===== src/include/raytrace_cfg.svh =====
`ifndef RAYTRACE_CFG_SVH
`define RAYTRACE_CFG_SVH

// frame size in pixels
`define SCREEN_W      16
`define SCREEN_H      12

`define NUM_CARDS     8
`define COORD_W       8
`define SHADOW_W      12   // signed shadow sample, slope * depth + coordinate

// register map
`define AXI_ADDR_W    8
`define REG_CTRL      'h00
`define REG_STATUS    'h04
`define REG_BG        'h08
`define REG_LIGHT     'h0C
`define REG_CARD_BASE 'h40
`define CARD_STRIDE   16

`endif

===== src/hw/raytrace_pkg.sv =====
`include "raytrace_cfg.svh"

package raytrace_pkg;

    // card and screen coordinate, also used for depth
    typedef logic [`COORD_W-1:0] coord_t;

    // shadow sample point, may fall off screen on either side
    typedef logic signed [`SHADOW_W-1:0] spoint_t;

    // light slope per unit of depth
    typedef logic signed [3:0] slope_t;

    typedef logic [15:0] color_t;   // rgb565

    typedef logic [$clog2(`NUM_CARDS)-1:0] card_idx_t;

    typedef logic [$clog2(`SCREEN_W)-1:0] pix_x_t;
    typedef logic [$clog2(`SCREEN_H)-1:0] pix_y_t;

    // controller FSM
    typedef enum logic [1:0] {
        IDLE,
        PRIMARY,   // nearest card along -z
        SHADOW,    // occluder toward the light
        EMIT       // pixel on the stream
    } ctrl_state_t;

endpackage


===== src/hw/raytrace_if.sv =====
`timescale 1ns/1ps

// controller to caster, one cast per start pulse
interface cast_if;
    import raytrace_pkg::*;

    logic    start;
    logic    shadow;     // 0 primary ray, 1 shadow ray
    coord_t  ray_x;
    coord_t  ray_y;
    coord_t  ray_z;      // depth of the surface for shadow rays
    slope_t  sx;
    slope_t  sy;
    logic    done;
    logic    hit;        // nearest card in primary mode, blocked in shadow mode
    coord_t  hit_z;
    color_t  hit_color;

    modport ctrl   (output start, shadow, ray_x, ray_y, ray_z, sx, sy,
                    input  done, hit, hit_z, hit_color);
    modport caster (input  start, shadow, ray_x, ray_y, ray_z, sx, sy,
                    output done, hit, hit_z, hit_color);
endinterface

// caster reads one card slot per cycle from the register file
interface card_rd_if;
    import raytrace_pkg::*;

    card_idx_t idx;
    coord_t    x0;
    coord_t    y0;
    coord_t    x1;
    coord_t    y1;
    coord_t    z;
    logic      en;
    color_t    color;

    modport caster (output idx, input x0, y0, x1, y1, z, en, color);
    modport regs   (input idx, output x0, y0, x1, y1, z, en, color);
endinterface


===== src/hw/raytracer_top.sv =====
`timescale 1ns/1ps
`include "raytrace_cfg.svh"

module raytracer_top (
    input  logic                   clk,
    input  logic                   rst,
    input  logic [`AXI_ADDR_W-1:0] awaddr,
    input  logic                   awvalid,
    output logic                   awready,
    input  logic [31:0]            wdata,
    input  logic                   wvalid,
    output logic                   wready,
    output logic [1:0]             bresp,
    output logic                   bvalid,
    input  logic                   bready,
    input  logic [`AXI_ADDR_W-1:0] araddr,
    input  logic                   arvalid,
    output logic                   arready,
    output logic [31:0]            rdata,
    output logic [1:0]             rresp,
    output logic                   rvalid,
    input  logic                   rready,
    output logic                   pix_valid,
    input  logic                   pix_ready,
    output raytrace_pkg::pix_x_t   pix_x,
    output raytrace_pkg::pix_y_t   pix_y,
    output raytrace_pkg::color_t   pix_color,
    output logic                   pix_last
);
    import raytrace_pkg::*;

    cast_if    i_cast ();
    card_rd_if i_card ();

    logic   go;
    logic   busy;
    color_t background;
    slope_t sx;
    slope_t sy;

    scene_regs i_regs (
        .clk        (clk),
        .rst        (rst),
        .awaddr     (awaddr),
        .awvalid    (awvalid),
        .awready    (awready),
        .wdata      (wdata),
        .wvalid     (wvalid),
        .wready     (wready),
        .bresp      (bresp),
        .bvalid     (bvalid),
        .bready     (bready),
        .araddr     (araddr),
        .arvalid    (arvalid),
        .arready    (arready),
        .rdata      (rdata),
        .rresp      (rresp),
        .rvalid     (rvalid),
        .rready     (rready),
        .card       (i_card),
        .go         (go),
        .background (background),
        .sx         (sx),
        .sy         (sy),
        .busy       (busy)
    );

    card_caster i_caster (
        .clk  (clk),
        .rst  (rst),
        .cast (i_cast),
        .card (i_card)
    );

    raytrace_ctrl i_ctrl (
        .clk        (clk),
        .rst        (rst),
        .go         (go),
        .background (background),
        .sx         (sx),
        .sy         (sy),
        .busy       (busy),
        .cast       (i_cast),
        .pix_valid  (pix_valid),
        .pix_ready  (pix_ready),
        .pix_x      (pix_x),
        .pix_y      (pix_y),
        .pix_color  (pix_color),
        .pix_last   (pix_last)
    );

endmodule


===== src/hw/raytrace_ctrl.sv =====
`timescale 1ns/1ps
`include "raytrace_cfg.svh"

module raytrace_ctrl (
    input  logic                   clk,
    input  logic                   rst,
    input  logic                   go,
    input  raytrace_pkg::color_t   background,
    input  raytrace_pkg::slope_t   sx,
    input  raytrace_pkg::slope_t   sy,
    output logic                   busy,
    cast_if.ctrl                   cast,
    output logic                   pix_valid,
    input  logic                   pix_ready,
    output raytrace_pkg::pix_x_t   pix_x,
    output raytrace_pkg::pix_y_t   pix_y,
    output raytrace_pkg::color_t   pix_color,
    output logic                   pix_last
);
    import raytrace_pkg::*;

    ctrl_state_t state;
    pix_x_t      px;
    pix_y_t      py;
    logic        start_r;
    logic        last_pix;

    // hit record of the primary cast
    coord_t hit_z_r;
    color_t hit_color_r;
    color_t color_r;

    assign last_pix = (px == pix_x_t'(`SCREEN_W - 1)) && (py == pix_y_t'(`SCREEN_H - 1));

    always_ff @(posedge clk) begin
        if (rst) begin
            state   <= IDLE;
            px      <= '0;
            py      <= '0;
            start_r <= 1'b0;
        end else begin
            start_r <= 1'b0;
            case (state)
                IDLE: begin
                    if (go) begin
                        px      <= '0;
                        py      <= '0;
                        start_r <= 1'b1;
                        state   <= PRIMARY;
                    end
                end
                PRIMARY: begin
                    if (cast.done) begin
                        if (cast.hit) begin
                            start_r <= 1'b1;   // shadow cast toward the light
                            state   <= SHADOW;
                        end else begin
                            state <= EMIT;
                        end
                    end
                end
                SHADOW: begin
                    if (cast.done)
                        state <= EMIT;
                end
                EMIT: begin
                    if (pix_ready) begin
                        if (last_pix) begin
                            state <= IDLE;
                        end else begin
                            if (px == pix_x_t'(`SCREEN_W - 1)) begin
                                px <= '0;
                                py <= py + 1'b1;
                            end else begin
                                px <= px + 1'b1;
                            end
                            start_r <= 1'b1;
                            state   <= PRIMARY;
                        end
                    end
                end
                default: state <= IDLE;
            endcase
        end
    end

    always_ff @(posedge clk) begin
        if (state == PRIMARY && cast.done) begin
            hit_z_r     <= cast.hit_z;
            hit_color_r <= cast.hit_color;
            color_r     <= background;   // kept on a miss
        end
        if (state == SHADOW && cast.done)
            color_r <= cast.hit ? color_t'(0) : hit_color_r;   // blocked is black
    end

    assign cast.start  = start_r;
    assign cast.shadow = (state == SHADOW);
    assign cast.ray_x  = coord_t'(px);
    assign cast.ray_y  = coord_t'(py);
    assign cast.ray_z  = hit_z_r;
    assign cast.sx     = sx;
    assign cast.sy     = sy;

    assign busy      = (state != IDLE);
    assign pix_valid = (state == EMIT);
    assign pix_x     = px;
    assign pix_y     = py;
    assign pix_color = color_r;
    assign pix_last  = last_pix;

endmodule


===== src/hw/card_caster.sv =====
`timescale 1ns/1ps
`include "raytrace_cfg.svh"

module card_caster (
    input  logic    clk,
    input  logic    rst,
    cast_if.caster  cast,
    card_rd_if.caster card
);
    import raytrace_pkg::*;

    logic      active;
    logic      done_r;
    card_idx_t idx;

    // ray latched at start, held through the sweep
    logic   shadow_r;
    coord_t ray_x_r;
    coord_t ray_y_r;
    coord_t ray_z_r;
    slope_t sx_r;
    slope_t sy_r;

    logic   best_hit;
    coord_t best_z;
    color_t best_color;
    logic   blocked;   // sticky over the sweep

    coord_t  dz;
    spoint_t dz_ext;
    spoint_t pt_x;
    spoint_t pt_y;
    logic    in_front;
    logic    in_rect;
    logic    card_hit;
    logic    take_best;

    assign card.idx = idx;

    // shadow sample point at the card's depth, signed multiply-add
    assign dz     = card.z - ray_z_r;
    assign dz_ext = spoint_t'(dz);
    assign pt_x   = shadow_r ? spoint_t'(sx_r) * dz_ext + spoint_t'(ray_x_r)
                             : spoint_t'(ray_x_r);
    assign pt_y   = shadow_r ? spoint_t'(sy_r) * dz_ext + spoint_t'(ray_y_r)
                             : spoint_t'(ray_y_r);

    assign in_front = !shadow_r || (card.z > ray_z_r);
    assign in_rect  = (pt_x >= spoint_t'(card.x0)) && (pt_x <= spoint_t'(card.x1)) &&
                      (pt_y >= spoint_t'(card.y0)) && (pt_y <= spoint_t'(card.y1));
    assign card_hit = active && card.en && in_front && in_rect;

    // strictly greater, so an equal depth keeps the lower index
    assign take_best = card_hit && !shadow_r && (!best_hit || card.z > best_z);

    always_ff @(posedge clk) begin
        if (rst) begin
            active   <= 1'b0;
            done_r   <= 1'b0;
            idx      <= '0;
            best_hit <= 1'b0;
            blocked  <= 1'b0;
        end else begin
            done_r <= 1'b0;
            if (cast.start) begin
                active   <= 1'b1;
                idx      <= '0;
                best_hit <= 1'b0;
                blocked  <= 1'b0;
            end else if (active) begin
                if (take_best)
                    best_hit <= 1'b1;
                if (card_hit && shadow_r)
                    blocked <= 1'b1;
                if (idx == card_idx_t'(`NUM_CARDS - 1)) begin
                    active <= 1'b0;
                    done_r <= 1'b1;   // results ready NUM_CARDS + 1 after start
                end
                idx <= idx + 1'b1;
            end
        end
    end

    always_ff @(posedge clk) begin
        if (cast.start) begin
            shadow_r <= cast.shadow;
            ray_x_r  <= cast.ray_x;
            ray_y_r  <= cast.ray_y;
            ray_z_r  <= cast.ray_z;
            sx_r     <= cast.sx;
            sy_r     <= cast.sy;
        end
        if (take_best) begin
            best_z     <= card.z;
            best_color <= card.color;
        end
    end

    assign cast.done      = done_r;
    assign cast.hit       = shadow_r ? blocked : best_hit;
    assign cast.hit_z     = best_z;
    assign cast.hit_color = best_color;

endmodule


===== src/hw/scene_regs.sv =====
`timescale 1ns/1ps
`include "raytrace_cfg.svh"

module scene_regs (
    input  logic                   clk,
    input  logic                   rst,
    input  logic [`AXI_ADDR_W-1:0] awaddr,
    input  logic                   awvalid,
    output logic                   awready,
    input  logic [31:0]            wdata,
    input  logic                   wvalid,
    output logic                   wready,
    output logic [1:0]             bresp,
    output logic                   bvalid,
    input  logic                   bready,
    input  logic [`AXI_ADDR_W-1:0] araddr,
    input  logic                   arvalid,
    output logic                   arready,
    output logic [31:0]            rdata,
    output logic [1:0]             rresp,
    output logic                   rvalid,
    input  logic                   rready,
    card_rd_if.regs                card,
    output logic                   go,
    output raytrace_pkg::color_t   background,
    output raytrace_pkg::slope_t   sx,
    output raytrace_pkg::slope_t   sy,
    input  logic                   busy
);
    import raytrace_pkg::*;

    localparam int CARD_SHIFT = $clog2(`CARD_STRIDE);
    localparam int CARD_END   = `REG_CARD_BASE + `NUM_CARDS * `CARD_STRIDE;

    // card table
    coord_t card_x0 [`NUM_CARDS];
    coord_t card_y0 [`NUM_CARDS];
    coord_t card_x1 [`NUM_CARDS];
    coord_t card_y1 [`NUM_CARDS];
    coord_t card_z [`NUM_CARDS];
    color_t card_color [`NUM_CARDS];
    logic [`NUM_CARDS-1:0] card_en;

    color_t bg_r;
    slope_t sx_r;
    slope_t sy_r;

    logic                   wr_fire;
    logic                   rd_fire;
    logic                   wr_card;
    logic                   rd_card;
    logic [`AXI_ADDR_W-1:0] wr_off;
    logic [`AXI_ADDR_W-1:0] rd_off;
    card_idx_t              wr_idx;
    card_idx_t              rd_idx;
    logic [1:0]             wr_word;
    logic [1:0]             rd_word;
    logic [31:0]            rd_val;

    // address and data accepted together, one write in flight
    assign wr_fire = awvalid && wvalid && !bvalid;
    assign awready = wr_fire;
    assign wready  = wr_fire;
    assign bresp   = 2'b00;

    assign arready = !rvalid;
    assign rd_fire = arvalid && arready;
    assign rresp   = 2'b00;

    assign wr_card = (awaddr >= `REG_CARD_BASE) && (awaddr < CARD_END);
    assign wr_off  = awaddr - `AXI_ADDR_W'(`REG_CARD_BASE);
    assign wr_idx  = card_idx_t'(wr_off >> CARD_SHIFT);
    assign wr_word = wr_off[CARD_SHIFT-1:2];

    assign rd_card = (araddr >= `REG_CARD_BASE) && (araddr < CARD_END);
    assign rd_off  = araddr - `AXI_ADDR_W'(`REG_CARD_BASE);
    assign rd_idx  = card_idx_t'(rd_off >> CARD_SHIFT);
    assign rd_word = rd_off[CARD_SHIFT-1:2];

    always_comb begin
        rd_val = '0;   // unmapped reads as zero
        if (rd_card) begin
            case (rd_word)
                2'd0:    rd_val = {16'b0, card_y0[rd_idx], card_x0[rd_idx]};
                2'd1:    rd_val = {16'b0, card_y1[rd_idx], card_x1[rd_idx]};
                2'd2:    rd_val = {card_en[rd_idx], 23'b0, card_z[rd_idx]};
                default: rd_val = {16'b0, card_color[rd_idx]};
            endcase
        end else begin
            case (araddr)
                `REG_STATUS: rd_val = {31'b0, busy};
                `REG_BG:     rd_val = {16'b0, bg_r};
                `REG_LIGHT:  rd_val = {24'b0, sy_r, sx_r};
                default:     rd_val = '0;
            endcase
        end
    end

    always_ff @(posedge clk) begin
        if (wr_fire && wr_card) begin
            case (wr_word)
                2'd0: begin
                    card_x0[wr_idx] <= wdata[`COORD_W-1:0];
                    card_y0[wr_idx] <= wdata[2*`COORD_W-1:`COORD_W];
                end
                2'd1: begin
                    card_x1[wr_idx] <= wdata[`COORD_W-1:0];
                    card_y1[wr_idx] <= wdata[2*`COORD_W-1:`COORD_W];
                end
                2'd2:    card_z[wr_idx] <= wdata[`COORD_W-1:0];
                default: card_color[wr_idx] <= wdata[15:0];
            endcase
        end
        if (rd_fire)
            rdata <= rd_val;
    end

    always_ff @(posedge clk) begin
        if (rst) begin
            card_en <= '0;
            bg_r    <= '0;
            sx_r    <= '0;
            sy_r    <= '0;
            go      <= 1'b0;
            bvalid  <= 1'b0;
            rvalid  <= 1'b0;
        end else begin
            go <= wr_fire && (awaddr == `REG_CTRL) && wdata[0] && !busy;  // no restart mid-frame

            if (wr_fire)
                bvalid <= 1'b1;
            else if (bready)
                bvalid <= 1'b0;

            if (rd_fire)
                rvalid <= 1'b1;
            else if (rready)
                rvalid <= 1'b0;

            if (wr_fire && wr_card && wr_word == 2'd2)
                card_en[wr_idx] <= wdata[31];
            if (wr_fire && awaddr == `REG_BG)
                bg_r <= wdata[15:0];
            if (wr_fire && awaddr == `REG_LIGHT) begin
                sx_r <= wdata[3:0];
                sy_r <= wdata[7:4];
            end
        end
    end

    // caster port, combinational lookup
    assign card.x0    = card_x0[card.idx];
    assign card.y0    = card_y0[card.idx];
    assign card.x1    = card_x1[card.idx];
    assign card.y1    = card_y1[card.idx];
    assign card.z     = card_z[card.idx];
    assign card.en    = card_en[card.idx];
    assign card.color = card_color[card.idx];

    assign background = bg_r;
    assign sx         = sx_r;
    assign sy         = sy_r;

endmodule


===== config.mk =====
export PLATFORM = sky130hd
export DESIGN_NAME = raytracer_top
export DESIGN_NICKNAME = d
export VERILOG_FILES = /design/src/hw/raytrace_pkg.sv /design/src/hw/raytrace_if.sv /design/src/hw/raytracer_top.sv /design/src/hw/raytrace_ctrl.sv /design/src/hw/card_caster.sv /design/src/hw/scene_regs.sv
export VERILOG_INCLUDE_DIRS = /design/src /design/src/include
export SDC_FILE = /design/constraint.sdc
export NUM_CORES = 1
export LEC_CHECK = 0
export BUFFER_PORTS_ARGS = -buffer_cell sky130_fd_sc_hd__clkbuf_2
export CAP_MARGIN = 5
export CORE_ASPECT_RATIO = 1.1
export CORE_MARGIN = 2
export CORE_UTILIZATION = 56
export CTS_CLUSTER_SIZE = 28
export DETAILED_ROUTE_END_ITERATION = 10
export PLACE_DENSITY_LB_ADDON = 0.15
export REMOVE_ABC_BUFFERS = 1
export SYNTH_ARGS = -nofsm -noshare
export SYNTH_HDL_FRONTEND = slang
export SYNTH_SLANG_ARGS = --single-unit

===== constraint.sdc =====
create_clock -name clk -period 7.95 [get_ports clk]
set_input_delay 1.59 -clock clk [delete_from_list [all_inputs] [get_ports clk]]
set_output_delay 1.59 -clock clk [all_outputs]
set_load 0.01 [all_outputs]

==> parameters.txt, run 1 <==
Parameter                              Value

Status
  Status ... finished, final reports clean

Routing
  Post-route DRC ... 0
  Routed wire per std cell ... 27.9 µm
  Number of vias in the routed layout ... 17,700
  ANT nets after route ... 0
  Number of detailed-routing iterations run before antenna repair ... 5
  Drt first-iter violations ... 2,204
  Vias per cell ... 6.42
  Drt total wl ... 76,900 µm

Global route
  Global-route total usage across every layer ... 0.283
  Number of antenna violations at the first check in global routing ... 1
  Vias in the first global route ... 17,800
  Global-route wire length before repair ... 114,000 µm
  Pin count of the biggest net entering global routing ... 116
  Overflow left after global routing ... 0

Timing
  Peak clock frequency supported by timing ... 0.131 GHz
  Final worst-path cycle share ... 0.959
  Endpoints failing hold ... 0
  Final Setup Violations ... 0
  Measured slew at the worst slew-check pin ... 1230 ps
  Crit path time final ... 7630 ps
  Min Hold Slack ... 420 ps
  Sum of negative setup slack ... 0 ps
  Worst-case headroom to the max-slew limit ... 0.176
  Pins Over Slew Limit ... 0
  Worst clock skew ... 11.7 ps
  Minimum setup slack in the final design ... 322 ps

Power and ir drop
  Overall power of the completed layout ... 6.91 mW
  Power density of the placed cells ... 204 nW/µm²
  Share of total power consumed by net switching ... 0.225
  Internal power consumption ... 5.35 mW
  Maximum vdd drop ... 0.210 mV
  Leakage ... 11.5 nW
  Clock share of power ... 0.422
  Relative contribution of sequential cells to total power ... 0.510
  Power share of the combinational group ... 0.068
  Reported net switching power ... 1.56 mW

Place
  GP Congestion ... 0.946
  Worst slack, placed ... 98.5 ps
  DPL Wire Length ... 48,400 µm
  Area post-placement ... 31,700 µm²
  Placed Cells ... 2,636
  Port Buf Inserts ... 88

Clock network
  Number of buffers inserted for hold repair after clock tree synthesis ... 0
  Worst-skew pair later-pin latency ... 640 ps
  Clock Path Buffers ... 3
  Master cell of the clock root buffer ... sky130_fd_sc_hd__clkbuf_16
  CTS Buf Count ... 61
  TritonCTS clock tree ... yes
  Maximum level of the CTS H-tree ... 2
  CTS clock-pin slew for the worst setup and hold paths ... 60 ps
  Sink count of the clock tree ... 610

Floorplan
  Area of the die ... 56,000 µm²
  Die H ... 248 µm
  Die span in x ... 226 µm
  Site Rows ... 89
  Number of primary I/O pins ... 123
  Initial Utilization ... 0.566
  Std-Cell Core Area ... 53,600 µm²

Finish
  ANT cells ... 0
  Number of non-filler instances in the completed layout ... 2,753
  Area Growth Syn to Fin ... 11.7%
  Net total in the final layout ... 2,174
  Design area ... 33,900 µm²
  Utilization of the core after routing ... 0.632
  Fraction of final layout cells with drive strength greater than 1 ... 0.282

Critical path
  CP endpoint kind ... flop
  Signal arrival time at the worst endpoint ... 7980 ps
  CP max FO ... 8
  CP Data Required Time ... 8310 ps
  Type of element launching the critical path ... flop
  Startpoint-to-endpoint class of the critical path ... reg -> reg
  Crit path max-delay cell type ... sky130_fd_sc_hd__fa_1
  Highest cell delay on the worst timing path ... 550 ps

Logic synthesis
  Post-synth cell types ... 62
  Cell Area, Synth ... 30,300 µm²
  Most common flop cell mapped by yosys ... sky130_fd_sc_hd__edfxtp_1
  Cell taking the most area after synthesis ... sky130_fd_sc_hd__edfxtp_1
  Per-instance average area after synthesis ... 16.3 µm²
  Number of flops mapped to enable cells by yosys ... 554
  Proportion of register bits with asynchronous set or reset after synthesis ... 0
  Share of the yosys chip area belonging to registers ... 0.586
  Synth warnings ... 0
  Cells after synthesis ... 1,856
  Cell types with the largest area share after synthesis ... sky130_fd_sc_hd__edfxtp_1, sky130_fd_sc_hd__mux4_2, sky130_fd_sc_hd__ha_1
  Flip-flop and latch count after synthesis ... 610
  Top-area cell type share of the netlist area ... 0.549

Job
  # Max-Cap Violations ... 0

Hold path
  Worst min-delay path category ... reg -> reg
==> repair_timing <==
item,in CTS,in global routing
resized for setup,0,13
endpoints found under the hold margin,0,0
endpoints found under the setup margin,0,24
setup buffers,0,2
==> registers in the layout, summed over array words and instances, names as in the netlist, 3 cells and up, named ones only <==
| signal | count |
|---|---|
| i_ctrl.cast.ray_z | 8 |
| i_caster.sy_r | 4 |
| i_regs.card_x0 | 64 |
| i_regs.card_en | 8 |
| i_caster.ray_x_r | 4 |
| i_caster.sx_r | 4 |
| i_regs.card_y0 | 64 |
| i_ctrl.pix_x | 4 |
| i_caster.ray_z_r | 8 |
| i_regs.card_z | 64 |
| i_ctrl.hit_color_r | 16 |
| i_caster.card.idx | 3 |
| i_regs.background | 16 |
| i_ctrl.pix_color | 16 |
| i_regs.rdata | 17 |
| i_regs.sx | 4 |
| i_regs.card_y1 | 64 |
| i_caster.cast.hit_color | 16 |
| i_regs.card_x1 | 64 |
| i_regs.card_color | 128 |
| i_caster.cast.hit_z | 8 |
| i_ctrl.pix_y | 4 |
| i_regs.sy | 4 |
| i_caster.ray_y_r | 4 |
==> final timing paths <==
path	cells past startpoint	endpoint	from	slack, ps
setup / recovery	28	i_caster.cast.hit_z[0]	flop	320
hold / removal	0	i_ctrl.hit_color_r[10]	i_caster.cast.hit_color[10]	420
hold reg to reg	0	i_ctrl.hit_color_r[10]	i_caster.cast.hit_color[10]	420
setup reg to reg	28	i_caster.cast.hit_z[0]	flop	320
==> kinds of logic after synthesis <==
kind of cell | count (synthesis) | share of synthesized area
adder cells (fa/ha/maj) | 144 | 0.0676
buffers and inverters | 191 | 0.0285
AND/OR/NAND/NOR | 358 | 0.0555
other | 1 | 0.000124
flip-flops | 610 | 0.586
XOR/XNOR | 21 | 0.00652
multiplexers | 349 | 0.220
AO/OA/AOI/OAI | 182 | 0.0364
==> synth_stat cells, drive strengths merged, types with 10 or more instances <==
| cell | n |
|---|---|
| edfxtp | 554 |
| mux4 | 250 |
| nand2 | 141 |
| ha | 111 |
| inv | 77 |
| nor2 | 77 |
| mux2i | 63 |
| o21ai | 63 |
| clkbuf | 59 |
| dfxtp | 56 |
| buf | 54 |
| a21oi | 53 |
| mux2 | 36 |
| and2 | 34 |
| fa | 33 |
| nand3 | 19 |
| nor2b | 18 |
| nor3 | 13 |
| and3 | 11 |
| nand4 | 11 |
| o22ai | 10 |
| xnor2 | 10 |
| xor2 | 10 |
==> power by group through the flow <==
stage,Clock (mW),Combinational (mW),Sequential (mW)
2_1_floorplan,0,0.253,3.59
3_3_place_gp,0,0.453,3.59
3_5_place_dp,0,0.463,3.59
4_1_cts,2.95,0.468,3.52
5_1_grt,3.08,0.508,3.52
6_report,2.92,0.470,3.52
==> cells in the final DEF (no fill, tap or decap), types with 52 or more instances in the layout <==
| master | synthesis | final |
|---|---|---|
| sky130_fd_sc_hd__a21oi_1 | 53 | 52 |
| sky130_fd_sc_hd__buf_4 | 21 | 58 |
| sky130_fd_sc_hd__clkbuf_16 | 0 | 62 |
| sky130_fd_sc_hd__clkbuf_2 | 0 | 86 |
| sky130_fd_sc_hd__edfxtp_1 | 554 | 554 |
| sky130_fd_sc_hd__ha_1 | 111 | 110 |
| sky130_fd_sc_hd__inv_1 | 76 | 76 |
| sky130_fd_sc_hd__mux2i_1 | 63 | 62 |
| sky130_fd_sc_hd__mux4_2 | 250 | 250 |
| sky130_fd_sc_hd__nand2_1 | 141 | 141 |
| sky130_fd_sc_hd__nor2_1 | 77 | 53 |
| sky130_fd_sc_hd__o21ai_0 | 59 | 57 |
==> critical path: cells and delay by family, from the launching register on <==
family | cells | cell delay, ps
compound gates | 4 | 590
xor+xnor | 1 | 250
mux | 2 | 840
fa+ha+maj | 6 | 2530
flops | 1 | 430
simple gates | 9 | 1930
buf+inv | 6 | 770
==> layout make-up <==
cell class / count / area [µm²]
fillers: 3879 / 19700
clock inverters: 41 / 438
clock buffers: 73 / 1590
inverters: 78 / 293
flip-flops and latches: 610 / 17800
multi-input cells: 1073 / 11900
repair buffers: 150 / 976
well taps: 728 / 911
==> metal layers <==
layer  routed length [µm]  GRT usage  vias up  share of wire
met5                   10          0        -        0.00013
met2                37700      0.463      799           0.49
li1                     -          -     7565              -
met1                30900      0.393     9174           0.40
met4                 2140     0.0904        2          0.028
met3                 6180     0.0461      123          0.080
Note: power is estimated with default switching activity, not from simulation.
==> run 2: changes to the inputs <==
CORE_UTILIZATION = 55   (was 56)
==> run 2 against run 1 <==
  * Sequential cell count unchanged
  * Wire length increased by 0.77%
  * First-iteration DRC count decreased by 8.3%
  * Largest cell class unchanged
  * Combinational power about the same
  * Critical path type unchanged
  * Worst hold slack got worse by 8.1 ps
  * Global-route usage decreased by 0.82 points
  * Setup slack got worse by 68 ps
  * Register-to-register slack got worse by 70 ps
  * Non-clock buffer count increased by 5
  * Via count increased by 0.30%
==> parameters.txt, run 2 (synthesis results as in run 1) <==
Parameter                              Value

Critical path
  CP endpoint kind ... flop
  RR Endpoint ... i_caster.cast.hit_z[7]
  CP max FO ... 10
  Type of element launching the critical path ... flop
  Crit path to ... i_caster.cast.hit_z[7]
  Crit path max-delay cell type ... sky130_fd_sc_hd__fa_1
  Reg2reg setup slack ... 250 ps
  Depth of the worst register-to-register path ... 28
  Crit path top cell by count ... sky130_fd_sc_hd__buf_4
  Signal arrival time at the worst endpoint ... 8050 ps
  Highest cell delay on the worst timing path ... 550 ps
  Startpoint-to-endpoint class of the critical path ... reg -> reg
  CP Data Required Time ... 8300 ps

Routing
  Number of vias in the routed layout ... 17,700
  Drt total wl ... 77,500 µm
  ANT nets after route ... 0
  Post-route DRC ... 0
  Number of detailed-routing iterations run before antenna repair ... 6
  Drt first-iter violations ... 2,020
  Vias per cell ... 6.40
  Routed wire per std cell ... 28.0 µm

Floorplan
  Number of primary I/O pins ... 123
  Std-Cell Core Area ... 54,700 µm²
  Initial Utilization ... 0.554
  Area of the die ... 57,000 µm²
  Die span in x ... 228 µm
  Die H ... 250 µm
  Site Rows ... 90

Timing
  Worst-case headroom to the max-slew limit ... 0.178
  Measured slew at the worst slew-check pin ... 1230 ps
  Pins Over Slew Limit ... 0
  Crit path time final ... 7700 ps
  Min Hold Slack ... 412 ps
  Final Setup Violations ... 0
  Endpoints failing hold ... 0
  Final worst-path cycle share ... 0.968
  Worst clock skew ... 29.4 ps
  Peak clock frequency supported by timing ... 0.130 GHz

Power and ir drop
  Maximum vdd drop ... 0.203 mV
  Leakage ... 11.5 nW
  Power density of the placed cells ... 203 nW/µm²

Clock network
  TritonCTS clock tree ... yes
  Maximum level of the CTS H-tree ... 2
  CTS Buf Count ... 61
  Sink count of the clock tree ... 610
  CTS clock-pin slew for the worst setup and hold paths ... 70 ps
  Master cell of the clock root buffer ... sky130_fd_sc_hd__clkbuf_16
  Worst-skew pair later-pin latency ... 650 ps
  Clock Path Buffers ... 3

Place
  Port Buf Inserts ... 88
  Placed Cells ... 2,645
  GP Congestion ... 0.864
  DPL Wire Length ... 49,300 µm

Finish
  Number of non-filler instances in the completed layout ... 2,769
  Area Growth Syn to Fin ... 11.9%
  Utilization of the core after routing ... 0.620
  Commonest non-fill, non-tap cells in the layout ... sky130_fd_sc_hd__edfxtp_1, sky130_fd_sc_hd__mux4_2, sky130_fd_sc_hd__nand2_1
  Largest register by flop count ... i_regs.card_color
  Number of flip-flops under the largest register name ... 128
  Fraction of final layout cells with drive strength greater than 1 ... 0.287
  Commonest non-fill, non-tap cell in the layout ... sky130_fd_sc_hd__edfxtp_1
  Net total in the final layout ... 2,179

Global route
  Number of antenna violations at the first check in global routing ... 2
  Global-route total usage across every layer ... 0.274
  Global-route wire length before repair ... 115,000 µm
  Overflow left after global routing ... 0
  Vias in the first global route ... 17,800
  Pin count of the biggest net entering global routing ... 79

Hold path
  Worst min-delay path category ... reg -> reg

Status
  Status ... finished, final reports clean

Job
  # Max-Cap Violations ... 0
run 2: changes by cell type in the layout (fill, tap and decap cells not counted), sizes merged:
cell      change
buf           +5
bufinv        -1
clkbuf        +6
clkinv        -2
clkinvlp      -1
diode         +2
inv           -1
run 2: final cells by class:
class,count,area (µm²)
multi-input combinational,1073,11900
inverter,78,293
sequential,610,17800
clock buffer,79,1630
fill,4005,20800
clock inverter,36,385
tap,736,921
antenna,2,5.00
timing repair buffer,155,997
run 2: report_power, final:
part	internal [mW]	switching [mW]	leakage (nW)
clock network	1.65	1.25	0.984
registers	3.51	0.0115	5.39
logic	0.183	0.286	5.13
run 2: layer usage:
metal  vias up  global-route usage  wire, µm
li1       7574                   -         -
met1      9134               0.384     30800
met2       864               0.449     37500
met3       142              0.0446      6640
met4         2              0.0846      2540
met5         -                   0         8
run 2: stage by stage:
stage	TNS, ps	area (µm²)	power, mW	setup slack [ps]
finish	0	33900	6.89	254
global route	-616	33900	7.07	-40.1
CTS	0	33800	6.92	38.7
detailed placement	-2950	31700	4.05	-141
global placement	-3000	31700	4.04	-145
floorplan	-58310	29800	3.84	-2310
run 2: repair_timing:
item                       CTS  global route
gates cloned                 0             1
pin swaps                    0             3
buffers inserted             0             6
setup endpoints to repair   24            24
hold buffers                 0             0
resized for setup            2            15
run 2: worst max-delay path, delay by kind of cell (launching register included):
kind	cells	cell delay, ps
buf+inv	7	980
simple gates	8	1870
compound gates	4	520
xor+xnor	1	250
flops	1	400
fa+ha+maj	6	2500
mux	2	850
run 2: how the worst min path moves through the flow:
| stage | cells past startpoint | end | start | slack, ps |
|---|---|---|---|---|
| final | 0 | i_ctrl.hit_color_r[13] | i_caster.cast.hit_color[13] | 410 |
| after global routing | 0 | i_ctrl.hit_color_r[13] | i_caster.cast.hit_color[13] | 420 |
| after CTS | 0 | i_ctrl.hit_color_r[7] | i_caster.cast.hit_color[7] | 410 |
| after detailed placement | 0 | i_ctrl.hit_color_r[11] | i_caster.cast.hit_color[11] | 400 |
| after global placement | 0 | i_ctrl.hit_color_r[2] | i_caster.cast.hit_color[2] | 400 |
| after floorplan | 0 | i_caster.ray_z_r[0] | i_ctrl.cast.ray_z[0] | 400 |
==> run 3: changes to the inputs <==
ABC_AREA = 1   (was not set)
SLEW_MARGIN = 20   (was not set)
==> run 3 against run 2 <==
  * Fmax grew 4.2%
  * Wire length grew 20%
  * Clock skew is essentially flat
  * Critical path depth grew 4
  * Critical endpoint is now i_caster.cast.hit_color[8]
  * Largest power group unchanged
==> parameters.txt, run 3 <==
Parameter                              Value

Status
  Status ... finished, final reports clean

Logic synthesis
  Synth warnings ... 0
  Flip-flop and latch count after synthesis ... 610
  Top-area cell type share of the netlist area ... 0.527
  Most used standard cell by instance count after synthesis ... sky130_fd_sc_hd__edfxtp_1
  Post-synth cell types ... 51
  Proportion of register bits with asynchronous set or reset after synthesis ... 0
  Cell Area, Synth ... 31,500 µm²
  Number of flops mapped to enable cells by yosys ... 554
  Most common flop cell mapped by yosys ... sky130_fd_sc_hd__edfxtp_1
  Share of the yosys chip area belonging to registers ... 0.563
  Cell types with the largest area share after synthesis ... sky130_fd_sc_hd__edfxtp_1, sky130_fd_sc_hd__o21ai_0, sky130_fd_sc_hd__a21oi_1
  Most frequent cells after synthesis ... sky130_fd_sc_hd__edfxtp_1, sky130_fd_sc_hd__o21ai_0, sky130_fd_sc_hd__nor2_1
  Cell taking the most area after synthesis ... sky130_fd_sc_hd__edfxtp_1
  Per-instance average area after synthesis ... 9.78 µm²
  Cells after synthesis ... 3,226

Floorplan
  Initial Utilization ... 0.554
  Area of the die ... 59,300 µm²
  Die span in x ... 232 µm
  Die H ... 255 µm
  Std-Cell Core Area ... 57,000 µm²
  Number of primary I/O pins ... 123
  Site Rows ... 92

Global route
  Overflow left after global routing ... 0
  Global-route wire length before repair ... 139,000 µm
  Global-route total usage across every layer ... 0.312
  Vias in the first global route ... 24,100
  Number of antenna violations at the first check in global routing ... 0
  Pin count of the biggest net entering global routing ... 210

Timing
  Sum of negative setup slack ... 0 ps
  Endpoints failing hold ... 0
  Pins Over Slew Limit ... 0
  Peak clock frequency supported by timing ... 0.135 GHz
  Unrepaired setup endpoints after global routing ... no
  Measured slew at the worst slew-check pin ... 1040 ps
  Minimum setup slack in the final design ... 566 ps
  Final worst-path cycle share ... 0.929
  Min Hold Slack ... 413 ps
  Worst clock skew ... 29.0 ps
  Final Setup Violations ... 0
  Worst-case headroom to the max-slew limit ... 0.305
  Crit path time final ... 7380 ps

Critical path
  Highest cell delay on the worst timing path ... 520 ps
  Startpoint-to-endpoint class of the critical path ... reg -> reg
  Type of element launching the critical path ... flop
  Crit path max-delay cell type ... sky130_fd_sc_hd__fa_1
  CP max FO ... 35
  Buf+Inv Stages, Crit Path ... 5
  Top cell family by delay on the critical path ... adder cells
  CP endpoint kind ... flop
  CP Data Required Time ... 8240 ps
  Signal arrival time at the worst endpoint ... 7680 ps

Finish
  Final-layout fill cell count ... 4,639
  Area Growth Syn to Fin ... 9.94%
  Fraction of final layout cells with drive strength greater than 1 ... 0.0890
  Area occupied by registers ... 17,800 µm²
  Commonest non-fill, non-tap cells in the layout ... sky130_fd_sc_hd__edfxtp_1, sky130_fd_sc_hd__o21ai_0, sky130_fd_sc_hd__nor2_1
  Net total in the final layout ... 3,450
  Commonest non-fill, non-tap cell in the layout ... sky130_fd_sc_hd__edfxtp_1
  ANT cells ... 0
  Largest register by flop count ... i_regs.card_color
  Area used by multi-input combinational logic ... 11,600 µm²
  Number of flip-flops under the largest register name ... 128

Routing
  Routed wire per std cell ... 22.9 µm
  Post-route DRC ... 0
  Drt first-iter violations ... 3,016
  Vias per cell ... 6.18
  Number of detailed-routing iterations run before antenna repair ... 6
  Drt total wl ... 92,900 µm
  Number of vias in the routed layout ... 25,000
  ANT nets after route ... 0

Job
  # Max-Cap Violations ... 0

Power and ir drop
  Power density of the placed cells ... 218 nW/µm²
  Maximum vdd drop ... 0.182 mV
  Leakage ... 12.8 nW

Clock network
  Maximum level of the CTS H-tree ... 3
  Worst-skew pair later-pin latency ... 620 ps
  Sink count of the clock tree ... 610
  Clock Path Buffers ... 3
  TritonCTS clock tree ... yes
  Post-CTS resize count ... 0
  CTS clock-pin slew for the worst setup and hold paths ... 60 ps
  Master cell of the clock root buffer ... sky130_fd_sc_hd__clkbuf_16
  Post-CTS setup buffers ... 0
  Number of buffers inserted for hold repair after clock tree synthesis ... 0
  CTS Buf Count ... 67

Hold path
  Worst min-delay path category ... reg -> reg
  Beginning of the worst hold path ... i_caster.cast.hit_color[15]

Place
  DPL Wire Length ... 57,900 µm
  GP Congestion ... 0.868
  Port Buf Inserts ... 88
  Worst slack, placed ... 434 ps
==> run 3: cell count changes after synthesis, sizes merged, moves of 114 or more <==
cell,change
a21oi,+226
o21ai,+546
nor2,+287
inv,+243
mux4,-250
nand3,+125
nand2,+138
o211ai,+114
==> run 3: power by group <==
| part | leakage (nW) | switching (mW) | total [mW] | internal [mW] |
|---|---|---|---|---|
| registers | 5.46 | 0.0161 | 3.53 | 3.52 |
| clock network | 1.03 | 1.25 | 2.99 | 1.74 |
| logic | 6.29 | 0.701 | 1.05 | 0.346 |
==> run 3: worst paths after layout <==
check / to / slack, ps / cells past startpoint
worst min-delay path: i_ctrl.hit_color_r[15] / 410 / 0
worst max-delay path: i_caster.cast.hit_color[8] / 570 / 32
worst min register to register: i_ctrl.hit_color_r[15] / 410 / 0
worst max register to register: i_caster.cast.hit_color[8] / 570 / 32
==> run 3: layout make-up <==
cell class	count	area share
Tap cell	752	0.0271
Multi-Input combinational cell	2095	0.336
Clock inverter	29	0.00718
Clock buffer	92	0.0537
Inverter	321	0.0348
Sequential cell	610	0.512
Timing Repair Buffer	155	0.0290
==> run 3: worst reg2reg max path, delay by kind of cell, from the launching register on <==
kind | cells | cell delay [ps]
buf+inv | 5 | 1260
simple gates | 13 | 1700
compound gates | 7 | 1170
xor+xnor | 1 | 170
flops | 1 | 400
fa+ha+maj | 6 | 2330
==> run 3: through the flow <==
step                      instance area (µm²)  power (mW)  cells  utilization
after floorplan                         30600        4.23   3026            -
after CTS                               34700        7.59   4054        0.608
final                                   34700        7.57   4054        0.609
after detailed placement                32600        4.63   3933        0.571
after global placement                  32600        4.60   3933        0.571
after global routing                    34700        7.85   4054        0.609
==> run 3: logic make-up (layout without fill, tap and decap cells) <==
logic type | after synthesis | in the layout | synth area share
flops | 610 | 610 | 0.563
other cells | 1 | 19 | 0.000119
simple gates | 829 | 829 | 0.108
buf+inv | 539 | 597 | 0.0716
mux | 2 | 2 | 0.000635
fa+ha+maj | 144 | 144 | 0.0650
compound gates | 1089 | 1089 | 0.188
xor+xnor | 12 | 12 | 0.00333
==> run 3: metal layers <==
| layer | track usage | up-vias | part of all wire |
|---|---|---|---|
| met1 | 0.395 | 12000 | 0.38 |
| li1 | - | 11400 | - |
| met4 | 0.174 | 0 | 0.053 |
| met2 | 0.518 | 1316 | 0.48 |
| met3 | 0.0449 | 284 | 0.088 |
| met5 | 0 | - | 0 |
